==> config.mk <==
export PLATFORM = sky130hd
export DESIGN_NAME = i2c_slave_top
export DESIGN_NICKNAME = d
export VERILOG_FILES = /design/src/logic/i2c_slave_pkg.sv /design/src/logic/i2c_line_monitor.sv /design/src/logic/i2c_slave_fsm.sv /design/src/logic/i2c_reg_port.sv /design/src/logic/i2c_slave_top.sv
export VERILOG_INCLUDE_DIRS = /design/src /design/src/logic
export SDC_FILE = /design/constraint.sdc
export NUM_CORES = 1
export LEC_CHECK = 0
export ABC_AREA = 1
export BUFFER_PORTS_ARGS = -buffer_cell sky130_fd_sc_hd__buf_2
export CAP_MARGIN = 25
export CORE_MARGIN = 8
export CORE_UTILIZATION = 34
export DETAILED_ROUTE_END_ITERATION = 10
export GPL_TIMING_DRIVEN = 0
export MAX_ROUTING_LAYER = met4
export PLACE_DENSITY_LB_ADDON = 0.3
export SYNTH_ARGS = -nofsm -noshare
export SYNTH_HDL_FRONTEND = slang
export SYNTH_HIERARCHICAL = 1
export SYNTH_SLANG_ARGS = --single-unit
==> constraint.sdc <==
create_clock -name clk -period 1.9 [get_ports clk]
set_clock_uncertainty 0.15 [all_clocks]
set_input_delay 0 -clock clk [delete_from_list [all_inputs] [get_ports clk]]
set_output_delay 0 -clock clk [all_outputs]
set_load 0.05 [all_outputs]
==> src/logic/i2c_slave_defines.svh <==
// ======================================================================
// Target address base, register map limits, widths and
// synchronizer depth for the I2C target
// ======================================================================
`ifndef I2C_SLAVE_DEFINES_SVH
`define I2C_SLAVE_DEFINES_SVH

// Device address 0x08..0x0F, low three bits come from the select pins
`define I2C_ADDR_BASE   7'h08

// Highest register index that gets an ACK
`define I2C_REG_LAST    8'h24

// Read-only window, inclusive
`define I2C_RO_FIRST    8'h03
`define I2C_RO_LAST     8'h05

`define I2C_DATA_W      8       // Byte on the wire
`define I2C_REG_ADDR_W  6       // Register index into the memory

// Flops per input synchronizer chain
`define I2C_SYNC_STAGES 3

`endif

==> src/logic/i2c_slave_pkg.sv <==
// ======================================================================
// Shared types for the I2C target, byte, register index, FSM state
// ======================================================================
`include "i2c_slave_defines.svh"

package i2c_slave_pkg;

    typedef logic [`I2C_DATA_W-1:0]     i2c_byte_t;   // Shift and data byte
    typedef logic [`I2C_REG_ADDR_W-1:0] reg_addr_t;   // Latched register index

    // Protocol states, one per bit phase of the transfer
    typedef enum logic [3:0] {
        IDLE,       // Bus free or not addressed
        DEV_ADDR,   // Seven address bits
        R_W,        // Direction bit
        ACK_ADDR,   // Address ACK
        DEV_REG,    // Register index byte
        ACK_REG,    // Register index ACK
        DATA_W,     // Write data byte
        ACK_DATA,   // Write data ACK
        DATA_R,     // Read data byte, target drives
        NACK,       // Target releases for one bit
        WAIT        // Released until STOP or repeated START
    } i2c_state_t;

endpackage

==> src/logic/i2c_line_monitor.sv <==
// ======================================================================
// SCL/SDA synchronizers, SCL edge flags, START and STOP detect
// ======================================================================
`timescale 1ns/1ps
`include "i2c_slave_defines.svh"

module i2c_line_monitor (
    input  logic clk,
    input  logic rst_n,
    input  logic scl,
    input  logic sda,
    output logic sda_sync,
    output logic scl_rise,
    output logic scl_fall,
    output logic start_det,
    output logic stop_det
);

    localparam int STAGES = `I2C_SYNC_STAGES;

    logic [STAGES-1:0] scl_sr;  // Newest sample in bit 0
    logic [STAGES-1:0] sda_sr;
    logic              scl_now;
    logic              scl_old;
    logic              sda_now;
    logic              sda_old;

    // Last two stages give the edge window
    assign scl_now  = scl_sr[STAGES-2];
    assign scl_old  = scl_sr[STAGES-1];
    assign sda_now  = sda_sr[STAGES-2];
    assign sda_old  = sda_sr[STAGES-1];
    assign sda_sync = sda_old;          // Lines up with the registered flags

    // ==================================================================
    // Synchronizer chains
    // ==================================================================
    always_ff @(posedge clk or negedge rst_n) begin
        if (!rst_n) begin
            scl_sr <= '1;               // Bus idles high
            sda_sr <= '1;
        end else begin
            scl_sr <= {scl_sr[STAGES-2:0], scl};
            sda_sr <= {sda_sr[STAGES-2:0], sda};
        end
    end

    // Single-cycle flags, three clocks behind the pins
    always_ff @(posedge clk or negedge rst_n) begin
        if (!rst_n) begin
            scl_rise  <= 1'b0;
            scl_fall  <= 1'b0;
            start_det <= 1'b0;
            stop_det  <= 1'b0;
        end else begin
            scl_rise  <= scl_now && !scl_old;
            scl_fall  <= !scl_now && scl_old;
            // SDA may only move with SCL high on START or STOP
            start_det <= scl_now && scl_old && sda_old && !sda_now;
            stop_det  <= scl_now && scl_old && !sda_old && sda_now;
        end
    end

    // SCL and SDA never move between the same two samples
    a_scl_sda_apart : assert property (
        @(posedge clk) disable iff (!rst_n)
            !((scl_now != scl_old) && (sda_now != sda_old))
    );

endmodule

==> src/logic/i2c_slave_fsm.sv <==
// ======================================================================
// I2C target protocol FSM with bit counter, receive shift register,
// device address match, ACK drive and read data shifter
// ======================================================================
`timescale 1ns/1ps
`include "i2c_slave_defines.svh"

module i2c_slave_fsm (
    input  logic                     clk,
    input  logic                     rst_n,
    input  logic [2:0]               addr_sel,
    input  logic                     sda_sync,
    input  logic                     scl_rise,
    input  logic                     scl_fall,
    input  logic                     start_det,
    input  logic                     stop_det,
    input  logic                     reg_in_range,
    input  logic                     reg_read_only,
    input  i2c_slave_pkg::i2c_byte_t data_in,
    output i2c_slave_pkg::i2c_byte_t shift_byte,
    output logic                     addr_load,
    output logic                     data_load,
    output logic                     read_load,
    output logic                     sda_drive_low
);

    import i2c_slave_pkg::*;

    localparam logic [3:0] ADDR_BITS   = 4'd7;  // Address bits before R/W
    localparam logic [3:0] BYTE_BITS   = 4'd8;
    localparam logic [3:0] LAST_TX_BIT = 4'd7;  // Falls counted before bit 0 ends

    i2c_state_t state;
    i2c_state_t next_state;
    logic [3:0] bit_cnt;
    logic       rw_bit;         // 1 for a read
    logic [6:0] own_addr;
    logic       addr_match;
    logic       byte_done;      // SCL fall after the eighth bit
    logic       shift_rx;
    logic       ack_next;
    logic       tx_load;        // Same cycle as the external read strobe
    i2c_byte_t  tx_byte;

    // Select pins fill the low address bits
    assign own_addr   = `I2C_ADDR_BASE | {4'b0000, addr_sel};
    assign addr_match = (shift_byte[6:0] == own_addr);
    assign byte_done  = scl_fall && (bit_cnt == BYTE_BITS);
    assign shift_rx   = scl_rise && (state inside {DEV_ADDR, DEV_REG, DATA_W});
    assign ack_next   = next_state inside {ACK_ADDR, ACK_REG, ACK_DATA};

    // Load pulses to the register port, on the SCL fall that ends a phase
    assign addr_load = (state == DEV_REG) && byte_done && reg_in_range;
    assign data_load = (state == DATA_W) && byte_done && !reg_read_only;
    assign read_load = (state == ACK_ADDR) && scl_fall && rw_bit;

    // ==================================================================
    // Next state
    // ==================================================================
    always_comb begin
        next_state = state;
        if (stop_det) begin
            next_state = IDLE;                  // STOP wins from anywhere
        end else if (start_det) begin
            next_state = DEV_ADDR;              // START or repeated START
        end else begin
            case (state)
                IDLE: next_state = IDLE;
                DEV_ADDR: begin
                    if (scl_fall && bit_cnt == ADDR_BITS) next_state = R_W;
                end
                R_W: begin
                    if (scl_fall) next_state = addr_match ? ACK_ADDR : NACK;
                end
                ACK_ADDR: begin
                    if (scl_fall) next_state = rw_bit ? DATA_R : DEV_REG;
                end
                DEV_REG: begin
                    if (byte_done) next_state = reg_in_range ? ACK_REG : NACK;
                end
                ACK_REG: begin
                    if (scl_fall) next_state = DATA_W;
                end
                DATA_W: begin
                    if (byte_done) next_state = reg_read_only ? NACK : ACK_DATA;
                end
                ACK_DATA: begin
                    if (scl_fall) next_state = WAIT;
                end
                DATA_R: begin
                    // Controller answers the byte, target lets go
                    if (scl_fall && bit_cnt == LAST_TX_BIT) next_state = WAIT;
                end
                NACK: begin
                    if (scl_fall) next_state = WAIT;
                end
                WAIT: next_state = WAIT;        // Only STOP or START leave
                default: next_state = IDLE;
            endcase
        end
    end

    // ==================================================================
    // State, counters and SDA drive
    // ==================================================================
    always_ff @(posedge clk or negedge rst_n) begin
        if (!rst_n) begin
            state         <= IDLE;
            bit_cnt       <= 4'd0;
            rw_bit        <= 1'b0;
            tx_load       <= 1'b0;
            sda_drive_low <= 1'b0;
        end else begin
            state   <= next_state;
            tx_load <= read_load;

            // Count restarts on every phase change
            if (start_det || stop_det || next_state != state) begin
                bit_cnt <= 4'd0;
            end else if (shift_rx) begin
                bit_cnt <= bit_cnt + 4'd1;      // Receive bits on SCL rise
            end else if (state == DATA_R && scl_fall) begin
                bit_cnt <= bit_cnt + 4'd1;      // Transmit bits on SCL fall
            end

            if (state == R_W && scl_rise) begin
                rw_bit <= sda_sync;
            end

            // ACK from the fall after bit 8 to the next fall
            if (ack_next) begin
                sda_drive_low <= 1'b1;
            end else if (next_state != DATA_R || state != DATA_R) begin
                sda_drive_low <= 1'b0;          // Released in all other phases
            end else if (tx_load) begin
                sda_drive_low <= ~data_in[`I2C_DATA_W-1];   // MSB first
            end else if (scl_fall) begin
                sda_drive_low <= ~tx_byte[`I2C_DATA_W-2];   // Next bit out
            end
        end
    end

    // Receive shifter, address, index and data all pass through it
    always_ff @(posedge clk) begin
        if (shift_rx) begin
            shift_byte <= {shift_byte[`I2C_DATA_W-2:0], sda_sync};
        end
    end

    // Transmit shifter for the read byte
    always_ff @(posedge clk) begin
        if (tx_load) begin
            tx_byte <= data_in;
        end else if (state == DATA_R && scl_fall) begin
            tx_byte <= {tx_byte[`I2C_DATA_W-2:0], 1'b0};
        end
    end

    // Bus is never pulled while the target is unaddressed
    a_idle_released : assert property (
        @(posedge clk) disable iff (!rst_n) (state == IDLE) |-> !sda_drive_low
    );

endmodule

==> src/logic/i2c_reg_port.sv <==
// ======================================================================
// Register index latch with range and read-only decode,
// write data latch and the external access strobes
// ======================================================================
`timescale 1ns/1ps
`include "i2c_slave_defines.svh"

module i2c_reg_port (
    input  logic                     clk,
    input  logic                     rst_n,
    input  i2c_slave_pkg::i2c_byte_t shift_byte,
    input  logic                     addr_load,
    input  logic                     data_load,
    input  logic                     read_load,
    output logic                     reg_in_range,
    output logic                     reg_read_only,
    output i2c_slave_pkg::reg_addr_t reg_addr,
    output i2c_slave_pkg::i2c_byte_t data_out,
    output logic                     reg_write,
    output logic                     reg_read
);

    import i2c_slave_pkg::*;

    i2c_byte_t addr_ext;        // Latched index widened for the compare

    // ==================================================================
    // Decodes
    // ==================================================================
    // Full incoming byte, so 0x40 and above also fail
    assign reg_in_range = (shift_byte <= `I2C_REG_LAST);

    assign addr_ext      = i2c_byte_t'(reg_addr);
    assign reg_read_only = (addr_ext >= `I2C_RO_FIRST) &&
                           (addr_ext <= `I2C_RO_LAST);

    // ==================================================================
    // Latches and strobes, one clock behind the load pulses
    // ==================================================================
    always_ff @(posedge clk or negedge rst_n) begin
        if (!rst_n) begin
            reg_addr  <= '0;
            data_out  <= '0;
            reg_write <= 1'b0;
            reg_read  <= 1'b0;
        end else begin
            reg_write <= data_load;
            reg_read  <= read_load;
            if (addr_load) begin
                // Out of range bytes never load, old index stays
                reg_addr <= shift_byte[`I2C_REG_ADDR_W-1:0];
            end
            if (data_load) begin
                data_out <= shift_byte;         // Valid with the write strobe
            end
        end
    end

    // One access per transfer, a read and a write never overlap
    a_rw_excl : assert property (
        @(posedge clk) disable iff (!rst_n) !(reg_write && reg_read)
    );

    // The FSM keeps write strobes off the read-only window
    a_no_ro_write : assert property (
        @(posedge clk) disable iff (!rst_n) reg_write |-> !reg_read_only
    );

endmodule

==> src/logic/i2c_slave_top.sv <==
// ======================================================================
// I2C target top, line monitor, protocol FSM and register port
// ======================================================================
`timescale 1ns/1ps

module i2c_slave_top (
    input  logic                     clk,
    input  logic                     rst_n,
    input  logic                     scl,
    input  logic                     sda,
    input  logic [2:0]               addr_sel,
    input  i2c_slave_pkg::i2c_byte_t data_in,
    output logic                     sda_drive_low,
    output i2c_slave_pkg::reg_addr_t reg_addr,
    output i2c_slave_pkg::i2c_byte_t data_out,
    output logic                     reg_write,
    output logic                     reg_read
);

    import i2c_slave_pkg::*;

    // Monitor to FSM
    logic      sda_sync;
    logic      scl_rise;
    logic      scl_fall;
    logic      start_det;
    logic      stop_det;

    // FSM and register port handshake
    i2c_byte_t shift_byte;
    logic      addr_load;
    logic      data_load;
    logic      read_load;
    logic      reg_in_range;
    logic      reg_read_only;

    i2c_line_monitor i2c_line_monitor_i (
        .clk       (clk),
        .rst_n     (rst_n),
        .scl       (scl),
        .sda       (sda),
        .sda_sync  (sda_sync),
        .scl_rise  (scl_rise),
        .scl_fall  (scl_fall),
        .start_det (start_det),
        .stop_det  (stop_det)
    );

    i2c_slave_fsm i2c_slave_fsm_i (
        .clk           (clk),
        .rst_n         (rst_n),
        .addr_sel      (addr_sel),
        .sda_sync      (sda_sync),
        .scl_rise      (scl_rise),
        .scl_fall      (scl_fall),
        .start_det     (start_det),
        .stop_det      (stop_det),
        .reg_in_range  (reg_in_range),
        .reg_read_only (reg_read_only),
        .data_in       (data_in),
        .shift_byte    (shift_byte),
        .addr_load     (addr_load),
        .data_load     (data_load),
        .read_load     (read_load),
        .sda_drive_low (sda_drive_low)
    );

    i2c_reg_port i2c_reg_port_i (
        .clk           (clk),
        .rst_n         (rst_n),
        .shift_byte    (shift_byte),
        .addr_load     (addr_load),
        .data_load     (data_load),
        .read_load     (read_load),
        .reg_in_range  (reg_in_range),
        .reg_read_only (reg_read_only),
        .reg_addr      (reg_addr),
        .data_out      (data_out),
        .reg_write     (reg_write),
        .reg_read      (reg_read)
    );

endmodule

==> results of run 1 <==
## routing by layer
metal  wire length (um)  vias up
met4                112        0
met5                  0        -
li1                   -     1115
met2               2570       55
met1               2510      979
met3                315        9
## kinds of logic (layout without fill, tap and decap cells)
logic type	count (synthesis)	after routing	share of synthesized area, %
XOR/XNOR	3	3	1.02
adder cells (fa/ha/maj)	2	2	0.975
buffers and inverters	61	125	9.71
flip-flops	52	52	54.0
AND/OR/NAND/NOR	180	180	28.3
AO/OA/AOI/OAI	23	23	4.73
multiplexers	3	3	1.32
## placed cells by master, fill, tap and decap left out, drive strengths merged, types with 6 or more instances in the layout
master / n
o21ai: 10
edfxtp: 15
dlygate4sd3: 11
nand3: 17
inv: 57
a21oi: 10
buf: 49
nand2: 106
dfstp: 6
clkbuf: 7
nor2: 51
dfrtp: 31
## area by class of cell
| cell class | instances | area, um^2 |
|---|---|---|
| sequential | 52 | 1390 |
| clock inverter | 2 | 13.8 |
| fill | 789 | 4090 |
| tap | 99 | 124 |
| buffer | 5 | 41.3 |
| timing repair buffer | 56 | 370 |
| multi-input combinational | 211 | 985 |
| inverter | 56 | 210 |
| clock buffer | 6 | 72.6 |
## flip-flops by register name (all words and copies together) (netlist names), 3 cells and up
register,cells
i2c_line_monitor_i/sda_sr,3
i2c_line_monitor_i/scl_sr,3
i2c_reg_port_i/data_out,8
i2c_slave_fsm_i/bit_cnt,4
i2c_reg_port_i/reg_addr,6
i2c_slave_fsm_i/state,4
i2c_slave_fsm_i/shift_byte,8
i2c_slave_fsm_i/tx_byte,7
## worst min-delay path by stage
stage / from / end / slack, ns / depth (start not counted)
2_1_floorplan: rst_n / i2c_line_monitor_i/scl_fall / -0.45 / 0
3_3_place_gp: sda / i2c_line_monitor_i/sda_sr[0] / -0.04 / 1
3_5_place_dp: scl / i2c_line_monitor_i/scl_sr[0] / -0.04 / 1
4_1_cts: sda / i2c_line_monitor_i/sda_sr[0] / 0.17 / 2
5_1_grt: scl / i2c_line_monitor_i/scl_sr[0] / 0.16 / 2
6_report: rst_n / i2c_reg_port_i/data_out[0] / 0.17 / 2
## metrics by stage
stage / area [um^2] / power (W)
final: 3200 / 0.00205
after global routing: 3200 / 0.00216
after CTS: 3180 / 0.00208
after detailed placement: 2850 / 0.00139
after global placement: 2850 / 0.00139
after floorplan: 2570 / 0.00133
## power by group through the flow
stage	combinational (W)	sequential [W]	clock (W)
6_report	0.000210	0.00120	0.000634
5_1_grt	0.000238	0.00121	0.000713
4_1_cts	0.000206	0.00121	0.000669
3_5_place_dp	0.000163	0.00123	0
3_3_place_gp	0.000160	0.00123	0
2_1_floorplan	0.000104	0.00122	0
## what timing repair did
| action | in CTS | in global routing |
|---|---|---|
| resized for setup | 17 | 7 |
| buffers inserted | 12 | 2 |
| setup endpoints to repair | 13 | 28 |
| pin swaps | 15 | 2 |
| hold buffers | 11 | 0 |
| hold endpoints to repair | 41 | 0 |
## worst max-delay path, stage by stage (launching register included)
cell,delay [ns]
dfrtp_1,0.44
inv_2,0.11
nand2_2,0.12
nor2_2,0.23
nand3_4,0.12
nand2_1,0.10
inv_2,0.04
nand2_2,0.07
nand2_2,0.06
nand2_1,0.06
nand3_1,0.06
nor2_1,0.12
nand3_2,0.13
nor2_1,0.12
==> flow_summary.json, run 1 <==
{
  "critPathCaptureType": "flip-flop",
  "vias": 2158,
  "p_sw_w": 0.000519,
  "yosysSeqAreaShare_pct": 54.0,
  "cts_max_level": 2,
  "grtUsageMet1_pct": 13.9,
  "syn_area_um2": 2560,
  "syn_area_per_cell_um2": 7.92,
  "worst_slew_pin_slew_ns": 0.817,
  "synth_area_leader_cell": "dfrtp_1",
  "clock_sinks": 52,
  "numCtsBuffers": 5,
  "min_period_over_period_pct": 105,
  "required_ns": 1.99,
  "critical_path_arrival_ns": 2.08,
  "synth_seq_cells": 52,
  "critPathMaxFanout": 6,
  "use_met2_pct": 18.7,
  "viasPerCell": 4.43,
  "placed_cells": 454,
  "rrSetupSlack_ns": -0.09,
  "dp_hpwl_um": 3930,
  "antenna_found_initial": 0,
  "cp-endpoint": "i2c_slave_fsm_i/bit_cnt[1]",
  "max-cap-violations": 0,
  "grt_start_max_net_pins": 38,
  "root_buffer": "clkbuf_8",
  "final_hold_viol_count": 0,
  "fin_util_pct": 43.9,
  "portBuffers": 31,
  "async_reset_ff_share_pct": 71.2,
  "netlist_instances": 324,
  "clockBufferDepth": 2,
  "reg2reg_depth": 13,
  "yosysWarnings": 6,
  "status": "complete, but fails checks",
  "clk_pin_slew_ns": 0.10,
  "diodes": 0,
  "fmax_ghz": 0.503,
  "hold_class": "in -> async",
  "syn_to_final_growth_pct": 24.9,
  "clkPwrFrac_pct": 31.0,
  "final_nets": 404,
  "grt.total_usage_pct": 11.6,
  "synth-edff-count": 15,
  "core-area_um2": 7290,
  "start_util_pct": 35.2,
  "r2r-start": "i2c_slave_fsm_i/state[3]",
  "cp-start-kind": "flip-flop",
  "use_met3_pct": 2.50,
  "peakVddDrop_uv": 321,
  "slew_viol_final": 0,
  "die_area_um2": 10600,
  "holdWs_ns": 0.173,
  "rr_endpoint": "i2c_slave_fsm_i/bit_cnt[1]",
  "setup-violations-final": 5,
  "dieWidth_um": 103,
  "final_cells": 487,
  "tns_ns": -0.341,
  "slew_headroom_pct": 45.6,
  "synth_commonest_cells": "nand2_1 (105), inv_1 (54), nor2_1 (49)",
  "ys.flop_type": "dfrtp_1",
  "dp_worst_setup_slack_ns": -0.176,
  "drc": 0,
  "gr-total-overflow": 0,
  "grt_pass1_vias": 2068,
  "routed_wl_um": 5510,
  "drt_iter0_markers": 130,
  "swShare_pct": 25.3,
  "cts_tree": "built",
  "violations": "negative setup slack",
  "ys_top_cells_by_area": "dfrtp_1 (30%), edfxtp_1 (18%), nand2_1 (15%)",
  "worst-setup-path-type": "reg -> reg",
  "synth_top_area_share_pct": 30.2,
  "setup.worst_path.start": "i2c_slave_fsm_i/state[3]",
  "power_density_nw_per_um2": 639,
  "busiest_layer": "met2",
  "synth.most_common_cell": "nand2_1",
  "syn-num-nets": 341,
  "io_pins": 32,
  "period_needed_ns": 1.99,
  "rows": 31,
  "wl_per_cell_um": 11.3,
  "drtAntennaViolNets": 0,
  "place_congestion": 0.948,
  "worst_slack_ns": -0.0886,
  "grt_pass1_wl_um": 9360,
  "p_seq_share_pct": 58.8,
  "grt_setup_unrepaired": "yes",
  "pwr-share-comb_pct": 10.2,
  "die_h_um": 103,
  "drive_gt1_share_pct": 24.2,
  "leakagePower_nw": 1.71,
  "synth_cell_type_count": 25,
  "power.internal_w": 0.00153,
  "clk-insertion-delay-late_ns": 0.30,
  "drtPass1Iterations": 4
}
Power figures use the tool's default switching activity.
==> run 2: changes to the inputs <==
ABC_AREA = 0   (was 1)
CTS_CLUSTER_SIZE = 40   (was unset)
==> run 2 against run 1 <==
Net effect: the flow still finishes with violations (negative setup slack); critical endpoint is now i2c_slave_fsm_i/bit_cnt[3]; non-clock buffer count increased by 10; global-route usage rose by 0.55 points; first-iteration DRC count increased by 11%; count of clock-buffer cells in the layout fell by 1.
==> flow_summary.json, run 2 <==
{
  "syn-num-nets": 221,
  "worst_slack_ns": -0.340,
  "grt_setup_unrepaired": "yes",
  "cp-start-kind": "flip-flop",
  "power.internal_w": 0.00189,
  "p_total_w": 0.00284,
  "synth-edff-count": 15,
  "root_buffer": "clkbuf_8",
  "grt.total_usage_pct": 12.1,
  "p_seq_share_pct": 46.9,
  "rr_endpoint": "i2c_slave_fsm_i/bit_cnt[3]",
  "required_ns": 1.96,
  "slew_viol_final": 0,
  "final_cell_mix": "buf_2 (35), dfrtp_1 (28), edfxtp_1 (15), mux2_4 (14), buf_4 (14)",
  "gr-total-overflow": 0,
  "pwr-share-comb_pct": 30.5,
  "antenna_found_initial": 0,
  "synth_top_area_share_pct": 30.8,
  "syn_area_um2": 2520,
  "dp_worst_setup_slack_ns": -0.497,
  "drtPass1Iterations": 4,
  "p_sw_w": 0.000945,
  "tns_ns": -4.21,
  "rrSetupSlack_ns": -0.34,
  "setup.worst_path.start": "i2c_reg_port_i/reg_addr[2]",
  "numCtsBuffers": 5,
  "die_h_um": 102,
  "cts_max_level": 2,
  "max-cap-violations": 0,
  "r2r-start": "i2c_reg_port_i/reg_addr[2]",
  "worst_slew_pin_slew_ns": 0.819,
  "synth_cell_type_count": 59,
  "min-delay-start": "addr_sel[0]",
  "dp_hpwl_um": 3980,
  "clockBufferDepth": 2,
  "final_hold_viol_count": 0,
  "whs_endpoint": "i2c_slave_fsm_i/state[3]",
  "period_needed_ns": 2.24,
  "vias": 1906,
  "clk_pin_slew_ns": 0.10,
  "die_area_um2": 10400,
  "regArea_um2": 1390,
  "status": "complete, but fails checks",
  "portBuffers": 31,
  "reg2reg_depth": 7,
  "netlist_instances": 204,
  "syn_area_per_cell_um2": 12.3,
  "multi_input_area_um2": 1240,
  "viasPerCell": 5.14,
  "synth.most_common_cell": "dfrtp_1",
  "synth_area_leader_cell": "dfrtp_1",
  "synth_commonest_cells": "dfrtp_1 (31), mux2_2 (18), edfxtp_1 (15)",
  "place_congestion": 0.922,
  "violations": "negative setup slack",
  "drive_gt1_share_pct": 46.3,
  "power_density_nw_per_um2": 837,
  "yosysSeqAreaShare_pct": 55.0,
  "grt_start_max_net_pins": 38,
  "clock_sinks": 52,
  "largestRegisters": "i2c_reg_port_i/data_out x8, i2c_slave_fsm_i/shift_byte x8, i2c_slave_fsm_i/tx_byte x7",
  "core-area_um2": 7210,
  "yosysWarnings": 6,
  "worst-setup-path-type": "reg -> reg",
  "grt_pass1_vias": 1910,
  "wl_per_cell_um": 15.7,
  "synth_seq_cells": 52,
  "dieWidth_um": 102,
  "grt_pass1_wl_um": 9720,
  "async_reset_ff_share_pct": 71.2,
  "leakagePower_nw": 1.40,
  "clkPwrFrac_pct": 22.6,
  "cts_tree": "built",
  "peakVddDrop_uv": 401,
  "routed_wl_um": 5840,
  "rows": 31,
  "final_common_cell": "buf_2",
  "critPathMaxFanout": 4,
  "fin_util_pct": 47.0,
  "placed_cells": 334,
  "swShare_pct": 33.3,
  "clk-insertion-delay-late_ns": 0.30,
  "ys_top_cells_by_area": "dfrtp_1 (31%), edfxtp_1 (18%), mux2_2 (8.1%)",
  "drc": 0,
  "critical_path_arrival_ns": 2.30,
  "final_nets": 288,
  "critPathCaptureType": "flip-flop",
  "syn_to_final_growth_pct": 34.7,
  "slew_headroom_pct": 45.4,
  "min_period_over_period_pct": 118,
  "start_util_pct": 34.9,
  "fmax_ghz": 0.446,
  "setup-violations-final": 22,
  "hold_depth": 5,
  "diodes": 0,
  "ys.flop_type": "dfrtp_1",
  "final_cells": 371,
  "hold_class": "in -> reg",
  "drtAntennaViolNets": 0,
  "drt_iter0_markers": 144,
  "num-fill-cells": 694,
  "io_pins": 32
}
-- run 2: changes by cell type in the layout (fill, tap and decap cells not counted), moves of 8 or more --
cell     change
nand2_1     -91
nand2_2      -8
nor2_1      -40
nand3_1     -11
inv_1       -40
mux2_4      +14
-- run 2: power groups by stage --
stage          combinational (W)  clock, W  sequential, W
6_report                0.000865  0.000642        0.00133
3_3_place_gp            0.000616         0        0.00136
5_1_grt                 0.000936  0.000710        0.00135
2_1_floorplan           0.000446         0        0.00135
4_1_cts                 0.000769  0.000674        0.00133
3_5_place_dp            0.000620         0        0.00136
-- run 2: area by class of cell --
| cell class | instances | area share, % |
|---|---|---|
| Clock buffer | 5 | 2.03 |
| Buffer | 11 | 2.47 |
| Timing Repair Buffer | 60 | 12.5 |
| Clock inverter | 3 | 0.775 |
| Tap cell | 99 | 3.65 |
| Multi-Input combinational cell | 131 | 36.6 |
| Sequential cell | 52 | 40.9 |
| Inverter | 10 | 1.11 |
-- run 2: worst max-delay path: stages, from the launching register on --
cell	delay, ns
dfrtp_2	0.42
nand3b_1	0.21
a2111oi_4	0.38
inv_1	0.10
o2111ai_2	0.19
a31o_1	0.25
a31oi_4	0.14
a2111oi_2	0.30
-- run 2: logic make-up (layout without fill, tap and decap cells) --
kind of cell	after synthesis	in the layout	share of synthesized area, %
compound gates	36	36	11.5
xor+xnor	6	6	2.09
fa+ha+maj	2	2	0.994
buf+inv	21	89	3.88
flops	52	52	55.0
mux	22	22	9.79
simple gates	65	65	16.8
-- run 2: worst max path at each step --
stage	end	slack (ns)	cells past startpoint
detailed placement	i2c_reg_port_i/data_out[4]	-0.50	7
global placement	i2c_reg_port_i/data_out[2]	-0.51	7
global route	i2c_slave_fsm_i/bit_cnt[3]	-0.45	7
floorplan	i2c_slave_fsm_i/bit_cnt[3]	-0.36	7
finish	i2c_slave_fsm_i/bit_cnt[3]	-0.34	7
CTS	i2c_slave_fsm_i/bit_cnt[3]	-0.33	7
-- run 2: routing by layer --
layer	vias to the layer above	part of all wire [%]	GRT usage (%)
met3	8	3.7	2.25
met4	0	1.5	4.63
met1	958	44	15.2
met5	-	0	-
met2	47	51	19.0
li1	893	-	-
-- run 2: stage by stage --
step                area, um^2  hold WS [ns]
finish                    3390         0.155
global route              3390         0.165
CTS                       3290         0.129
detailed placement        2820       -0.0437
global placement          2820       -0.0444
floorplan                 2540        -0.446
-- run 2: what timing repair did --
item,4_1_cts,5_1_grt
resized for setup,33,16
pin swaps,9,7
hold endpoints to repair,41,0
endpoints found under the setup margin,37,31
hold buffers,11,0
setup buffers,14,5
